File: src/uart_pkg.sv
`default_nettype none

package uart_pkg;

  // Line timing. The clock is the 100 ns testbench clock.
  localparam int CLOCK_RATE = 10_000_000;
  localparam int BAUD = 625_000;
  localparam int BIT_CYCLES = CLOCK_RATE / BAUD;

  // Entries held in each FIFO.
  localparam int FIFO_DEPTH = 4;

  // Register map on the 2-bit Wishbone address bus.
  localparam logic [1:0] ADDR_DATA = 2'd0;
  localparam logic [1:0] ADDR_STATUS = 2'd1;

  // Bit positions in the status word.
  localparam int STAT_RX_VALID = 0;
  localparam int STAT_RX_FRAME_ERR = 1;
  localparam int STAT_TX_FULL = 2;
  localparam int STAT_RX_OVERRUN = 3;

  // One received byte with its framing error flag.
  typedef struct packed {
    logic [7:0] data;
    logic       frame_err;
  } rx_entry_t;

endpackage

`default_nettype wire
File: src/uart_top.sv
`timescale 1ns/10ps
`default_nettype none

module uart_top (
  input  wire logic       clk,
  input  wire logic       reset,
  input  wire logic       wb_cyc_i,
  input  wire logic       wb_stb_i,
  input  wire logic       wb_we_i,
  input  wire logic [1:0] wb_adr_i,
  input  wire logic [7:0] wb_dat_i,
  output logic [7:0]      wb_dat_o,
  output logic            wb_ack_o,
  input  wire logic       serial_rx_i,
  output logic            serial_tx_o
);

  logic                reg_wr_data;
  logic                reg_rd_data;
  logic                reg_rd_status;
  logic                req;

  logic                tx_pop;
  logic [7:0]          tx_head;
  logic                tx_empty;
  logic                tx_full;

  logic                rx_push;
  uart_pkg::rx_entry_t rx_push_entry;
  logic                rx_pop;
  uart_pkg::rx_entry_t rx_head;
  logic                rx_empty;
  logic                rx_full;
  logic                overrun;

  uart_bus_decode i_decode (
    .clk             (clk),
    .reset           (reset),
    .wb_cyc_i        (wb_cyc_i),
    .wb_stb_i        (wb_stb_i),
    .wb_we_i         (wb_we_i),
    .wb_adr_i        (wb_adr_i),
    .reg_wr_data_o   (reg_wr_data),
    .reg_rd_data_o   (reg_rd_data),
    .reg_rd_status_o (reg_rd_status),
    .req_o           (req)
  );

  uart_fifo #(.payload_t(logic [7:0])) i_tx_fifo (
    .clk         (clk),
    .reset       (reset),
    .push_i      (reg_wr_data),
    .push_data_i (wb_dat_i),
    .pop_i       (tx_pop),
    .head_o      (tx_head),
    .empty_o     (tx_empty),
    .full_o      (tx_full)
  );

  uart_tx i_tx (
    .clk          (clk),
    .reset        (reset),
    .fifo_empty_i (tx_empty),
    .fifo_head_i  (tx_head),
    .fifo_pop_o   (tx_pop),
    .serial_tx_o  (serial_tx_o)
  );

  uart_rx i_rx (
    .clk           (clk),
    .reset         (reset),
    .serial_rx_i   (serial_rx_i),
    .fifo_full_i   (rx_full),
    .overrun_clr_i (reg_rd_status),
    .push_o        (rx_push),
    .push_entry_o  (rx_push_entry),
    .overrun_o     (overrun)
  );

  uart_fifo #(.payload_t(uart_pkg::rx_entry_t)) i_rx_fifo (
    .clk         (clk),
    .reset       (reset),
    .push_i      (rx_push),
    .push_data_i (rx_push_entry),
    .pop_i       (rx_pop),
    .head_o      (rx_head),
    .empty_o     (rx_empty),
    .full_o      (rx_full)
  );

  uart_bus_result i_result (
    .clk             (clk),
    .reset           (reset),
    .req_i           (req),
    .reg_rd_data_i   (reg_rd_data),
    .reg_rd_status_i (reg_rd_status),
    .rx_empty_i      (rx_empty),
    .rx_head_i       (rx_head),
    .tx_full_i       (tx_full),
    .overrun_i       (overrun),
    .rx_pop_o        (rx_pop),
    .wb_dat_o        (wb_dat_o),
    .wb_ack_o        (wb_ack_o)
  );

endmodule

`default_nettype wire

File: src/uart_bus_result.sv
`timescale 1ns/10ps
`default_nettype none

module uart_bus_result (
  input  wire logic                clk,
  input  wire logic                reset,
  input  wire logic                req_i,
  input  wire logic                reg_rd_data_i,
  input  wire logic                reg_rd_status_i,
  input  wire logic                rx_empty_i,
  input  wire uart_pkg::rx_entry_t rx_head_i,
  input  wire logic                tx_full_i,
  input  wire logic                overrun_i,
  output logic                     rx_pop_o,
  output logic [7:0]               wb_dat_o,
  output logic                     wb_ack_o
);

  logic [7:0] status_word;
  logic [7:0] rd_data;

  always_comb begin
    status_word = '0;
    status_word[uart_pkg::STAT_RX_VALID] = !rx_empty_i;
    // Head entry is stale when the FIFO is empty.
    status_word[uart_pkg::STAT_RX_FRAME_ERR] = rx_head_i.frame_err && !rx_empty_i;
    status_word[uart_pkg::STAT_TX_FULL] = tx_full_i;
    status_word[uart_pkg::STAT_RX_OVERRUN] = overrun_i;
  end

  always_comb begin
    rd_data = '0;
    if (reg_rd_data_i && !rx_empty_i) begin
      rd_data = rx_head_i.data;
    end else if (reg_rd_status_i) begin
      rd_data = status_word;
    end
  end

  // Head is captured on the same edge that pops it. The FIFO drops an empty pop.
  assign rx_pop_o = reg_rd_data_i;

  always_ff @(posedge clk) begin
    wb_dat_o <= rd_data;
  end

  always_ff @(posedge clk) begin
    if (reset) begin
      wb_ack_o <= 1'b0;
    end else begin
      wb_ack_o <= req_i;
    end
  end

endmodule

`default_nettype wire

File: src/uart_rx.sv
`timescale 1ns/10ps
`default_nettype none

module uart_rx (
  input  wire logic         clk,
  input  wire logic         reset,
  input  wire logic         serial_rx_i,
  input  wire logic         fifo_full_i,
  input  wire logic         overrun_clr_i,
  output logic              push_o,
  output uart_pkg::rx_entry_t push_entry_o,
  output logic              overrun_o
);

  localparam int CNT_W = $clog2(uart_pkg::BIT_CYCLES);
  localparam logic [CNT_W-1:0] BIT_LAST = CNT_W'(uart_pkg::BIT_CYCLES - 1);
  localparam logic [CNT_W-1:0] HALF_LAST = CNT_W'(uart_pkg::BIT_CYCLES / 2 - 1);

  typedef enum logic [1:0] {
    RX_HUNT,
    RX_START_HALF,
    RX_DATA,
    RX_STOP
  } rx_state_t;

  rx_state_t        state;
  logic             sync_q1;
  logic             sync_q2;
  logic [CNT_W-1:0] cycle_cnt;
  logic [2:0]       bit_cnt;
  logic [7:0]       data_q;
  logic             frame_err_q;
  logic             done_q;

  // Two-flop synchronizer. Idles high so reset does not look like a start bit.
  always_ff @(posedge clk) begin
    if (reset) begin
      sync_q1 <= 1'b1;
      sync_q2 <= 1'b1;
    end else begin
      sync_q1 <= serial_rx_i;
      sync_q2 <= sync_q1;
    end
  end

  always_ff @(posedge clk) begin
    if (reset) begin
      state <= RX_HUNT;
      done_q <= 1'b0;
      cycle_cnt <= '0;
      bit_cnt <= '0;
    end else begin
      done_q <= 1'b0;
      case (state)
        RX_HUNT: begin
          cycle_cnt <= '0;
          if (!sync_q2) begin
            state <= RX_START_HALF;
          end
        end
        RX_START_HALF: begin
          if (cycle_cnt != HALF_LAST) begin
            cycle_cnt <= cycle_cnt + 1'b1;
          end else begin
            // A glitch, not a start bit, if the line is back high at mid-bit.
            cycle_cnt <= '0;
            bit_cnt <= '0;
            state <= sync_q2 ? RX_HUNT : RX_DATA;
          end
        end
        RX_DATA: begin
          if (cycle_cnt != BIT_LAST) begin
            cycle_cnt <= cycle_cnt + 1'b1;
          end else begin
            cycle_cnt <= '0;
            bit_cnt <= bit_cnt + 1'b1;
            if (bit_cnt == 3'd7) begin
              state <= RX_STOP;
            end
          end
        end
        RX_STOP: begin
          if (cycle_cnt != BIT_LAST) begin
            cycle_cnt <= cycle_cnt + 1'b1;
          end else begin
            done_q <= 1'b1;
            state <= RX_HUNT;
          end
        end
        default: state <= RX_HUNT;
      endcase
    end
  end

  // Payload shifts in LSB first; stop sample becomes the framing flag.
  always_ff @(posedge clk) begin
    if (state == RX_DATA && cycle_cnt == BIT_LAST) begin
      data_q <= {sync_q2, data_q[7:1]};
    end
    if (state == RX_STOP && cycle_cnt == BIT_LAST) begin
      frame_err_q <= !sync_q2;
    end
  end

  assign push_o = done_q;
  assign push_entry_o.data = data_q;
  assign push_entry_o.frame_err = frame_err_q;

  // Sticky until a status read. A new loss in the same cycle wins.
  always_ff @(posedge clk) begin
    if (reset) begin
      overrun_o <= 1'b0;
    end else if (done_q && fifo_full_i) begin
      overrun_o <= 1'b1;
    end else if (overrun_clr_i) begin
      overrun_o <= 1'b0;
    end
  end

endmodule

`default_nettype wire

File: src/uart_tx.sv
`timescale 1ns/10ps
`default_nettype none

module uart_tx (
  input  wire logic       clk,
  input  wire logic       reset,
  input  wire logic       fifo_empty_i,
  input  wire logic [7:0] fifo_head_i,
  output logic            fifo_pop_o,
  output logic            serial_tx_o
);

  localparam int CNT_W = $clog2(uart_pkg::BIT_CYCLES);
  localparam logic [CNT_W-1:0] BIT_LAST = CNT_W'(uart_pkg::BIT_CYCLES - 1);

  typedef enum logic {
    TX_IDLE,
    TX_SEND
  } tx_state_t;

  tx_state_t        state;
  logic [CNT_W-1:0] cycle_cnt;
  logic [3:0]       bit_cnt;
  logic [8:0]       shift_q;

  // Take the next byte as soon as the shifter is idle.
  assign fifo_pop_o = (state == TX_IDLE) && !fifo_empty_i;

  always_ff @(posedge clk) begin
    if (reset) begin
      state <= TX_IDLE;
      serial_tx_o <= 1'b1;
      cycle_cnt <= '0;
      bit_cnt <= '0;
    end else begin
      case (state)
        TX_IDLE: begin
          serial_tx_o <= 1'b1;
          if (fifo_pop_o) begin
            // Start bit goes out right away; stop bit rides in the top of the shifter.
            serial_tx_o <= 1'b0;
            cycle_cnt <= '0;
            bit_cnt <= '0;
            state <= TX_SEND;
          end
        end
        TX_SEND: begin
          if (cycle_cnt != BIT_LAST) begin
            cycle_cnt <= cycle_cnt + 1'b1;
          end else if (bit_cnt == 4'd9) begin
            serial_tx_o <= 1'b1;
            state <= TX_IDLE;
          end else begin
            cycle_cnt <= '0;
            bit_cnt <= bit_cnt + 1'b1;
            serial_tx_o <= shift_q[0];
          end
        end
        default: state <= TX_IDLE;
      endcase
    end
  end

  // Data bits LSB first, then the stop bit.
  always_ff @(posedge clk) begin
    if (fifo_pop_o) begin
      shift_q <= {1'b1, fifo_head_i};
    end else if (state == TX_SEND && cycle_cnt == BIT_LAST) begin
      shift_q <= {1'b1, shift_q[8:1]};
    end
  end

endmodule

`default_nettype wire

File: src/uart_fifo.sv
`timescale 1ns/10ps
`default_nettype none

module uart_fifo #(
  parameter type payload_t = logic [7:0]
) (
  input  wire logic     clk,
  input  wire logic     reset,
  input  wire logic     push_i,
  input  wire payload_t push_data_i,
  input  wire logic     pop_i,
  output payload_t      head_o,
  output logic          empty_o,
  output logic          full_o
);

  localparam int PTR_W = $clog2(uart_pkg::FIFO_DEPTH);
  localparam int CNT_W = $clog2(uart_pkg::FIFO_DEPTH + 1);
  localparam logic [PTR_W-1:0] LAST_IDX = PTR_W'(uart_pkg::FIFO_DEPTH - 1);

  payload_t         mem [uart_pkg::FIFO_DEPTH];
  logic [PTR_W-1:0] wr_ptr;
  logic [PTR_W-1:0] rd_ptr;
  logic [CNT_W-1:0] count;
  logic             do_push;
  logic             do_pop;

  // Overflowing pushes and underflowing pops are dropped here.
  assign do_push = push_i && !full_o;
  assign do_pop = pop_i && !empty_o;

  always_ff @(posedge clk) begin
    if (do_push) begin
      mem[wr_ptr] <= push_data_i;
    end
  end

  always_ff @(posedge clk) begin
    if (reset) begin
      wr_ptr <= '0;
      rd_ptr <= '0;
      count <= '0;
    end else begin
      if (do_push) begin
        wr_ptr <= (wr_ptr == LAST_IDX) ? '0 : wr_ptr + 1'b1;
      end
      if (do_pop) begin
        rd_ptr <= (rd_ptr == LAST_IDX) ? '0 : rd_ptr + 1'b1;
      end
      case ({do_push, do_pop})
        2'b10:   count <= count + 1'b1;
        2'b01:   count <= count - 1'b1;
        default: count <= count;
      endcase
    end
  end

  assign head_o = mem[rd_ptr];
  assign empty_o = (count == '0);
  assign full_o = (count == CNT_W'(uart_pkg::FIFO_DEPTH));

endmodule

`default_nettype wire

File: src/uart_bus_decode.sv
`timescale 1ns/10ps
`default_nettype none

module uart_bus_decode (
  input  wire logic       clk,
  input  wire logic       reset,
  input  wire logic       wb_cyc_i,
  input  wire logic       wb_stb_i,
  input  wire logic       wb_we_i,
  input  wire logic [1:0] wb_adr_i,
  output logic            reg_wr_data_o,
  output logic            reg_rd_data_o,
  output logic            reg_rd_status_o,
  output logic            req_o
);

  logic pending_q;
  logic accept;
  logic sel_data;
  logic sel_status;

  // A request is taken once per bus cycle. The pending bit masks the ack cycle,
  // when the master still holds stb high.
  assign accept = wb_cyc_i && wb_stb_i && !pending_q;

  assign sel_data = (wb_adr_i == uart_pkg::ADDR_DATA);
  assign sel_status = (wb_adr_i == uart_pkg::ADDR_STATUS);

  always_ff @(posedge clk) begin
    if (reset) begin
      pending_q <= 1'b0;
    end else begin
      pending_q <= accept;
    end
  end

  assign reg_wr_data_o = accept && wb_we_i && sel_data;
  assign reg_rd_data_o = accept && !wb_we_i && sel_data;
  assign reg_rd_status_o = accept && !wb_we_i && sel_status;

  // Every accepted access gets an ack, including ignored ones.
  assign req_o = accept;

endmodule

`default_nettype wire

File: config.mk
export PLATFORM = sky130hd
export DESIGN_NAME = uart_top
export DESIGN_NICKNAME = d
export VERILOG_FILES = /design/src/uart_pkg.sv /design/src/uart_top.sv /design/src/uart_bus_result.sv /design/src/uart_rx.sv /design/src/uart_tx.sv /design/src/uart_fifo.sv /design/src/uart_bus_decode.sv
export SDC_FILE = /design/constraint.sdc
export NUM_CORES = 1
export LEC_CHECK = 0
export ABC_AREA = 0
export BUFFER_PORTS_ARGS = -buffer_cell sky130_fd_sc_hd__buf_2
export CORE_ASPECT_RATIO = 1.1
export CORE_UTILIZATION = 65
export DETAILED_ROUTE_END_ITERATION = 8
export PLACE_DENSITY = 0.84
export SLEW_MARGIN = 20
export SYNTH_ARGS = -nofsm -noshare
export SYNTH_HDL_FRONTEND = slang
export SYNTH_SLANG_ARGS = --single-unit
export TNS_END_PERCENT = 20
File: constraint.sdc
create_clock -name clk -period 4.8 [get_ports clk]
set_input_delay 0.96 -clock clk [delete_from_list [all_inputs] [get_ports clk]]
set_output_delay 0.96 -clock clk [all_outputs]
set_load 0.1 [all_outputs]
# After elaboration in Yosys (flattened, before gate mapping)
# Memory sizes are Yosys's and may differ from the RTL's. A register that Yosys moved wholly into a read port is not among the register bits.
# Index checks and enable logic that the tools add are counted.
word_totals:
  reg_bits: 63
  mem_bits_rw: 68
  in_bits: 16
  output_inout_bits: 10
  wordCells: 157
  mem_count: 2
classes:
  addsub: 12
  n_eq_ne: 31
  mux: 50
  n_bitwise: 2
  reduce_logical: 38
mem_list:
  columns: ["memory", "depth", "word_bits", "read_ports", "rd_ports_with_merged_regs", "write_ports", "line", "rtl"]
  rows:
  - ["i_rx_fifo.mem", 4, 9, 1, 1, 1, "uart_fifo.sv:21", "payload_t mem [uart_pkg::FIFO_DEPTH];"]
  - ["i_tx_fifo.mem", 4, 8, 1, 1, 1, "uart_fifo.sv:21", null]
op_table:
  columns: ["cell", "n"]
  rows:
  - ["$mux 4", 9]
  - ["$mux 2", 14]
  - ["$mux 8", 3]
  - ["$pmux 3 s2", 3]
  - ["$logic_and 1x1->1", 17]
  - ["$eq 2x2->1 const B", 8]
  - ["$pmux 4 s2", 2]
  - ["$pmux 4 s4", 1]
  - ["$ne 2x2->1 const B", 7]
  - ["$mux 1", 13]
  - ["$add 4x1->4 const B", 3]
  - ["$eq 4x4->1 const B", 3]
  - ["$reduce_bool 2->1", 5]
  - ["$add 3x1->3 const B", 3]
  - ["$eq 3x3->1 const B", 3]
  - ["$add 2x1->2 const B", 4]
  - ["$eq 2x1->1 const B", 4]
  - ["$ne 4x4->1 const B", 2]
  - ["$pmux 2 s4", 1]
  - ["$logic_not 1->1", 7]
  - ["$logic_not 3->1", 2]
  - ["$mux 3", 2]
  - ["$reduce_and 3->1", 2]
  - ["$sub 3x1->3 const B", 2]
  - ["9 further kinds", 13]

# Longest topological paths before layout
logic_depth:
  ltp_word: 7
  ltp_mapped: 9

# Modules after synthesis
# Synthesis repeated with hierarchy kept, for this count alone.
hier_totals:
  cells_unflattened: 395
  area_unflattened_um2: 5616.6
by_module_without_submodules:
  columns: ["mod", "n_inst", "cells_each", "area_each_um2"]
  rows:
  - ["uart_fifo (i_rx_fifo)", 1, 101, 1790.5]
  - ["uart_fifo (i_tx_fifo)", 1, 96, 1647.8]
  - ["uart_rx", 1, 75, 913.4]
  - ["uart_tx", 1, 86, 902.1]
  - ["uart_bus_result", 1, 27, 295.3]
  - ["uart_bus_decode", 1, 10, 67.6]

# Worst setup path before layout
# Ideal clock, no wire load.
synth_timing:
  kind: "input -> register"
  from: "input wb_adr_i[1]"
  to: "register i_rx_fifo.count[2]"
  setup_ps: 71
  arrival_time_ps: 2982
  t_required_ps: 4729
  slack_ps: 1748
  cell_stages: 9
  path_cell_list: "nand4bb_4 > nor4_1 > buf_2 > ha_1 > inv_1 > fa_1 > xor2_1 > or3_1 > a21oi_1"
synth_via:
  elab_chain_len: 5
  word_cells_on_any_way: 7
  classes_between: "eq/ne (2); mux (1); reduce/logical (4)"
synth_lines:
  columns: ["element", "line", "rtl"]
  rows:
  - ["start, declared", "uart_top.sv:10", "input wire logic [1:0] wb_adr_i,"]
  - ["$logic_not 2->1 *", "uart_bus_decode.sv:26", "assign sel_data = (wb_adr_i == uart_pkg::ADDR_DATA);"]
  - ["$logic_and 1x1->1 *", "uart_bus_decode.sv:38", "assign reg_rd_data_o = accept && !wb_we_i && sel_data;"]
  - ["$logic_and 1x1->1 *", "uart_fifo.sv:30", "assign do_pop = pop_i && !empty_o;"]
  - ["named net i_rx_fifo.do_pop", "uart_fifo.sv:26", "logic do_pop;"]
  - ["$eq 2x1->1 / $eq 2x2->1 (equally long branches)", "uart_fifo.sv:50", "case ({do_push, do_pop})"]
  - ["$pmux 3 s2 / $reduce_bool 2->1 (equally long branches)", null, null]
  - ["end signal, assigned", "uart_fifo.sv:51", "2'b10: count <= count + 1'b1;"]
  - ["end signal, assigned", "uart_fifo.sv:52", "2'b01: count <= count - 1'b1;"]
  - ["end signal, assigned", "uart_fifo.sv:53", "default: count <= count;"]
  - ["end, declared", "uart_fifo.sv:24", "logic [CNT_W-1:0] count;"]
# Mark *: on every way through the listed nets, which the timed path passes. The rest lies on a longest branch.
# A chain may end at the register's enable or synchronous reset.

# Worst setup path after layout
layout_timing:
  from: "register i_tx_fifo.count[2]"
  to: "register i_tx_fifo.count[2]"
layout_via:
  elab_chain_len: 6
  word_cells_on_any_way: 13
  classes_between: "add/sub (2); eq/ne (3); mux (1); reduce/logical (7)"
layout_lines:
  columns: ["element", "line", "rtl"]
  rows:
  - ["start, declared", "uart_fifo.sv:24", null]
  - ["start signal, assigned", "uart_fifo.sv:51", null]
  - ["start signal, assigned", "uart_fifo.sv:52", null]
  - ["start signal, assigned", "uart_fifo.sv:53", null]
  - ["$logic_not 3->1", "uart_fifo.sv:59", "assign empty_o = (count == '0);"]
  - ["$logic_not 1->1", "uart_tx.sv:27, uart_fifo.sv:30", null]
  - ["$logic_and 1x1->1", "uart_tx.sv:27", "assign fifo_pop_o = (state == TX_IDLE) && !fifo_empty_i;"]
  - ["$logic_and 1x1->1", "uart_fifo.sv:30", null]
  - ["$eq 2x1->1 / $eq 2x2->1 (equally long branches)", "uart_fifo.sv:50", null]
  - ["$pmux 3 s2 / $reduce_bool 2->1 (equally long branches)", null, null]
# Parallel ways exist; a longest one is shown, timed or not.

==> impl_metrics.env <==
export IMPL_synth_edf_count=85
export IMPL_nets=449
export IMPL_startpoint_type="flop"
export IMPL_ir_drop_mv=0.274
export IMPL_avgSynthCellArea_um2=14.3
export IMPL_clk_pin_slew_ps=60
export IMPL_hold_path_class="flop to flop"
export IMPL_ys_seq_area_frac=0.640
export IMPL_drtPass1Iterations=4
export IMPL_period_share=0.596
export IMPL_grt_busiest_layer="met2"
export IMPL_ff2ff_path_depth=8
export IMPL_syn_inst=387
export IMPL_total_power_mw=3.17
export IMPL_gr_usage_all_layers=0.263
export IMPL_slew_headroom=0.407
export IMPL_cp_slowest_cell="nor2_1"
export IMPL_drv_slew=0
export IMPL_die_w_um=90.1
export IMPL_synth_area_leaders="edfxtp_1 46%, dfxtp_1 18%, mux4_2 6.9%"
export IMPL_die_area_um2=8910
export IMPL_wl_mm=10.6
export IMPL_fin_setup_tns_ps=0
export IMPL_fmax_mhz=350
export IMPL_synth_top_area_cell="edfxtp_1"
export IMPL_fillCellCount=442
export IMPL_rows=34
export IMPL_clock_sinks=135
export IMPL_rrSetupSlack_ps=1940
export IMPL_rsz0062_at_grt="false"
export IMPL_hold_buffers=0
export IMPL_use_met2=0.430
export IMPL_status="completed"
export IMPL_fin_worst_skew_ps=12.4
export IMPL_async_flop_share=0
export IMPL_cts_tree="built"
export IMPL_start_util=0.687
export IMPL_diodes=0
export IMPL_via_per_inst=6.17
export IMPL_overflow=0
export IMPL_multi_input_area_um2=1850
export IMPL_layout_area_seq_um2=3550
export IMPL_synth_area_um2=5550
export IMPL_cts_setup_buffers=0
export IMPL_hpwl_mm=6.20
export IMPL_fin_util=0.786
export IMPL_yosysTopAreaCellShare=0.460
export IMPL_drt_initial_drc_count=279
export IMPL_numPortBuffers=25
export IMPL_synthDistinctLibCells=53
export IMPL_gp_congestion=0.717
export IMPL_fin_area_um2=6350
export IMPL_grt_max_degree=37
export IMPL_holdPathEnd="i_rx.sync_q2"
export IMPL_area_delta_synth_final_pct=14.4
export IMPL_path_buf_inv=1
export IMPL_grt_antenna_before_repair=0
export IMPL_routedWlPerCell_um=19.9
export IMPL_chipHeight_um=98.9
export IMPL_core_area_um2=8080
export IMPL_timing_worst_setup_path_type="flop to flop"
export IMPL_post_cts_resized=0
export IMPL_r2r_start="i_tx_fifo.count[2]"
export IMPL_synth_seq_cells=135
export IMPL_clk_latency_ps=510
export IMPL_ctsRootBufferMaster="clkbuf_8"
export IMPL_setup_violations=0
export IMPL_critPathTopFamily="simple AND/OR/NAND/NOR gates"
export IMPL_crit_chain="nor3_2 -> nor2_1 -> ha_1 -> inv_1 -> fa_1 -> xor2_1 -> or3_1 -> a21oi_1"
export IMPL_grt_pass1_wl_mm=17.4
export IMPL_met1_usage=0.329
export IMPL_cp_data_arrival_time_ps=3290
export IMPL_max_cap_viol_count=0
export IMPL_period_minus_slack_ps=2860
export IMPL_power_density_nw_per_um2=498
export IMPL_vias=3295
export IMPL_worstPathRequired_ps=5230
export IMPL_syn_nets=423
export IMPL_cp_slowest_stage_delay_ps=700
export IMPL_postRouteAntennaNets=0
export IMPL_whs_path_depth=1
export IMPL_grt_pass1_vias=3374
export IMPL_hold_start="i_rx.sync_q1"
export IMPL_drive_gt1_frac=0.221
export IMPL_p_leak_nw=2.21
export IMPL_cts_htree_levels=4
export IMPL_yosysWarnings=0
export IMPL_hold_viol_final=0
export IMPL_critPathCaptureType="flop"
export IMPL_placed_cell_area_um2=5750
export IMPL_cts_buffers=17
export IMPL_synth_ff_type="edfxtp_1"
export IMPL_clockBufferDepth=2
export IMPL_crit_fanout=11
export IMPL_drcViolationCount=0
export IMPL_reg2reg_to="i_tx_fifo.count[2]"
export IMPL_whs_ps=414
export IMPL_use_met3=0.0756
export IMPL_tightest_slew_ps=887
export IMPL_io_pins=26
-- layout make-up --
type | count | share of cell area
Sequential cell | 135 | 0.559
Multi-Input combinational cell | 213 | 0.291
Clock buffer | 17 | 0.0652
Clock inverter | 15 | 0.0299
Tap cell | 108 | 0.0213
Timing Repair Buffer | 26 | 0.0209
Inverter | 20 | 0.0118
-- synthesized netlist by cell type (all sizes together) (4+ instances only) --
| library cell | count |
|---|---|
| or3 | 7 |
| and3 | 8 |
| a311oi | 4 |
| ha | 18 |
| nand3 | 9 |
| dfxtp | 50 |
| nor2 | 16 |
| buf | 8 |
| mux2 | 9 |
| nor2b | 8 |
| clkbuf | 11 |
| mux4 | 17 |
| nand2 | 11 |
| inv | 20 |
| a31oi | 4 |
| edfxtp | 85 |
| nor3 | 6 |
| a21oi | 15 |
| o21ai | 13 |
| nand2b | 4 |
| and2 | 10 |
| xor2 | 4 |
| mux2i | 5 |
-- logic make-up (layout without fill, tap and decap cells) --
logic type	count (synthesis)	count (layout)	synth area share
flops	135	135	0.640
simple gates	99	99	0.107
compound gates	58	58	0.0730
buf+inv	39	78	0.0275
mux	31	31	0.0963
fa+ha+maj	20	20	0.0478
xor+xnor	5	5	0.00789
-- sequential cells by signal, indices dropped and copies added (netlist names), 2 cells and up, named ones only --
register and cells:
i_result.wb_dat_o 8, i_rx.bit_cnt 3, i_rx.cycle_cnt 4, i_rx.data_q 8, i_rx_fifo.count 3, i_rx_fifo.mem 36
i_rx_fifo.rd_ptr 2, i_rx_fifo.wr_ptr 2, i_tx.bit_cnt 4, i_tx.cycle_cnt 4, i_tx.shift_q 8, i_tx_fifo.count 3
i_tx_fifo.mem 32, i_tx_fifo.rd_ptr 2, i_tx_fifo.wr_ptr 2
-- report_power, final --
group	switching, mW	internal, mW
registers	0.0855	1.33
logic	0.256	0.183
clock network	0.508	0.802
total	0.849	2.32
-- layer usage --
layer / vias up / share of wire
met5: - / 0
met4: 0 / 0.020
met3: 17 / 0.053
met2: 119 / 0.51
met1: 1642 / 0.41
li1: 1517 / -
-- metrics by stage --
| step | cells | setup slack (ps) |
|---|---|---|
| floorplan | 387 | 1750 |
| global placement | 502 | 1710 |
| detailed placement | 502 | 1650 |
| CTS | 534 | 1940 |
| global route | 534 | 1710 |
| finish | 534 | 1940 |
-- worst max path at each step --
stage / cells after the start / slack [ps] / start / endpoint
after global placement: 10 / 1710 / wb_adr_i[1] / i_rx_fifo.count[2]
after global routing: 8 / 1710 / i_tx_fifo.count[2] / i_tx_fifo.count[2]
after floorplan: 9 / 1750 / wb_adr_i[1] / i_rx_fifo.count[2]
after CTS: 8 / 1940 / i_tx_fifo.count[2] / i_tx_fifo.count[2]
final: 8 / 1940 / i_tx_fifo.count[2] / i_tx_fifo.count[2]
after detailed placement: 10 / 1650 / wb_adr_i[1] / i_rx_fifo.count[2]
-- cells in the final DEF, fill, tap and decap left out, types with 4 or more instances in the layout --
master     netlist  final
edfxtp_1        85     85
dfxtp_1         50     50
buf_2            5     25
inv_1           20     20
ha_1            18     18
mux4_2          17     17
nor2_1          16     16
clkbuf_16        0     16
a21oi_1         14     14
o21ai_0         13     12
nand2_1         11     11
and2_1          10     10
mux2_2           9      9
nand3_1          9      9
and3_1           8      8
nor2b_1          8      8
or3_1            7      7
nor3_1           5      5
mux2i_1          5      5
nand2b_1         4      4
a311oi_1         4      4
a31oi_1          4      4
xor2_1           4      4
inv_6            0      4
Note: power is estimated with default switching activity, not from simulation.
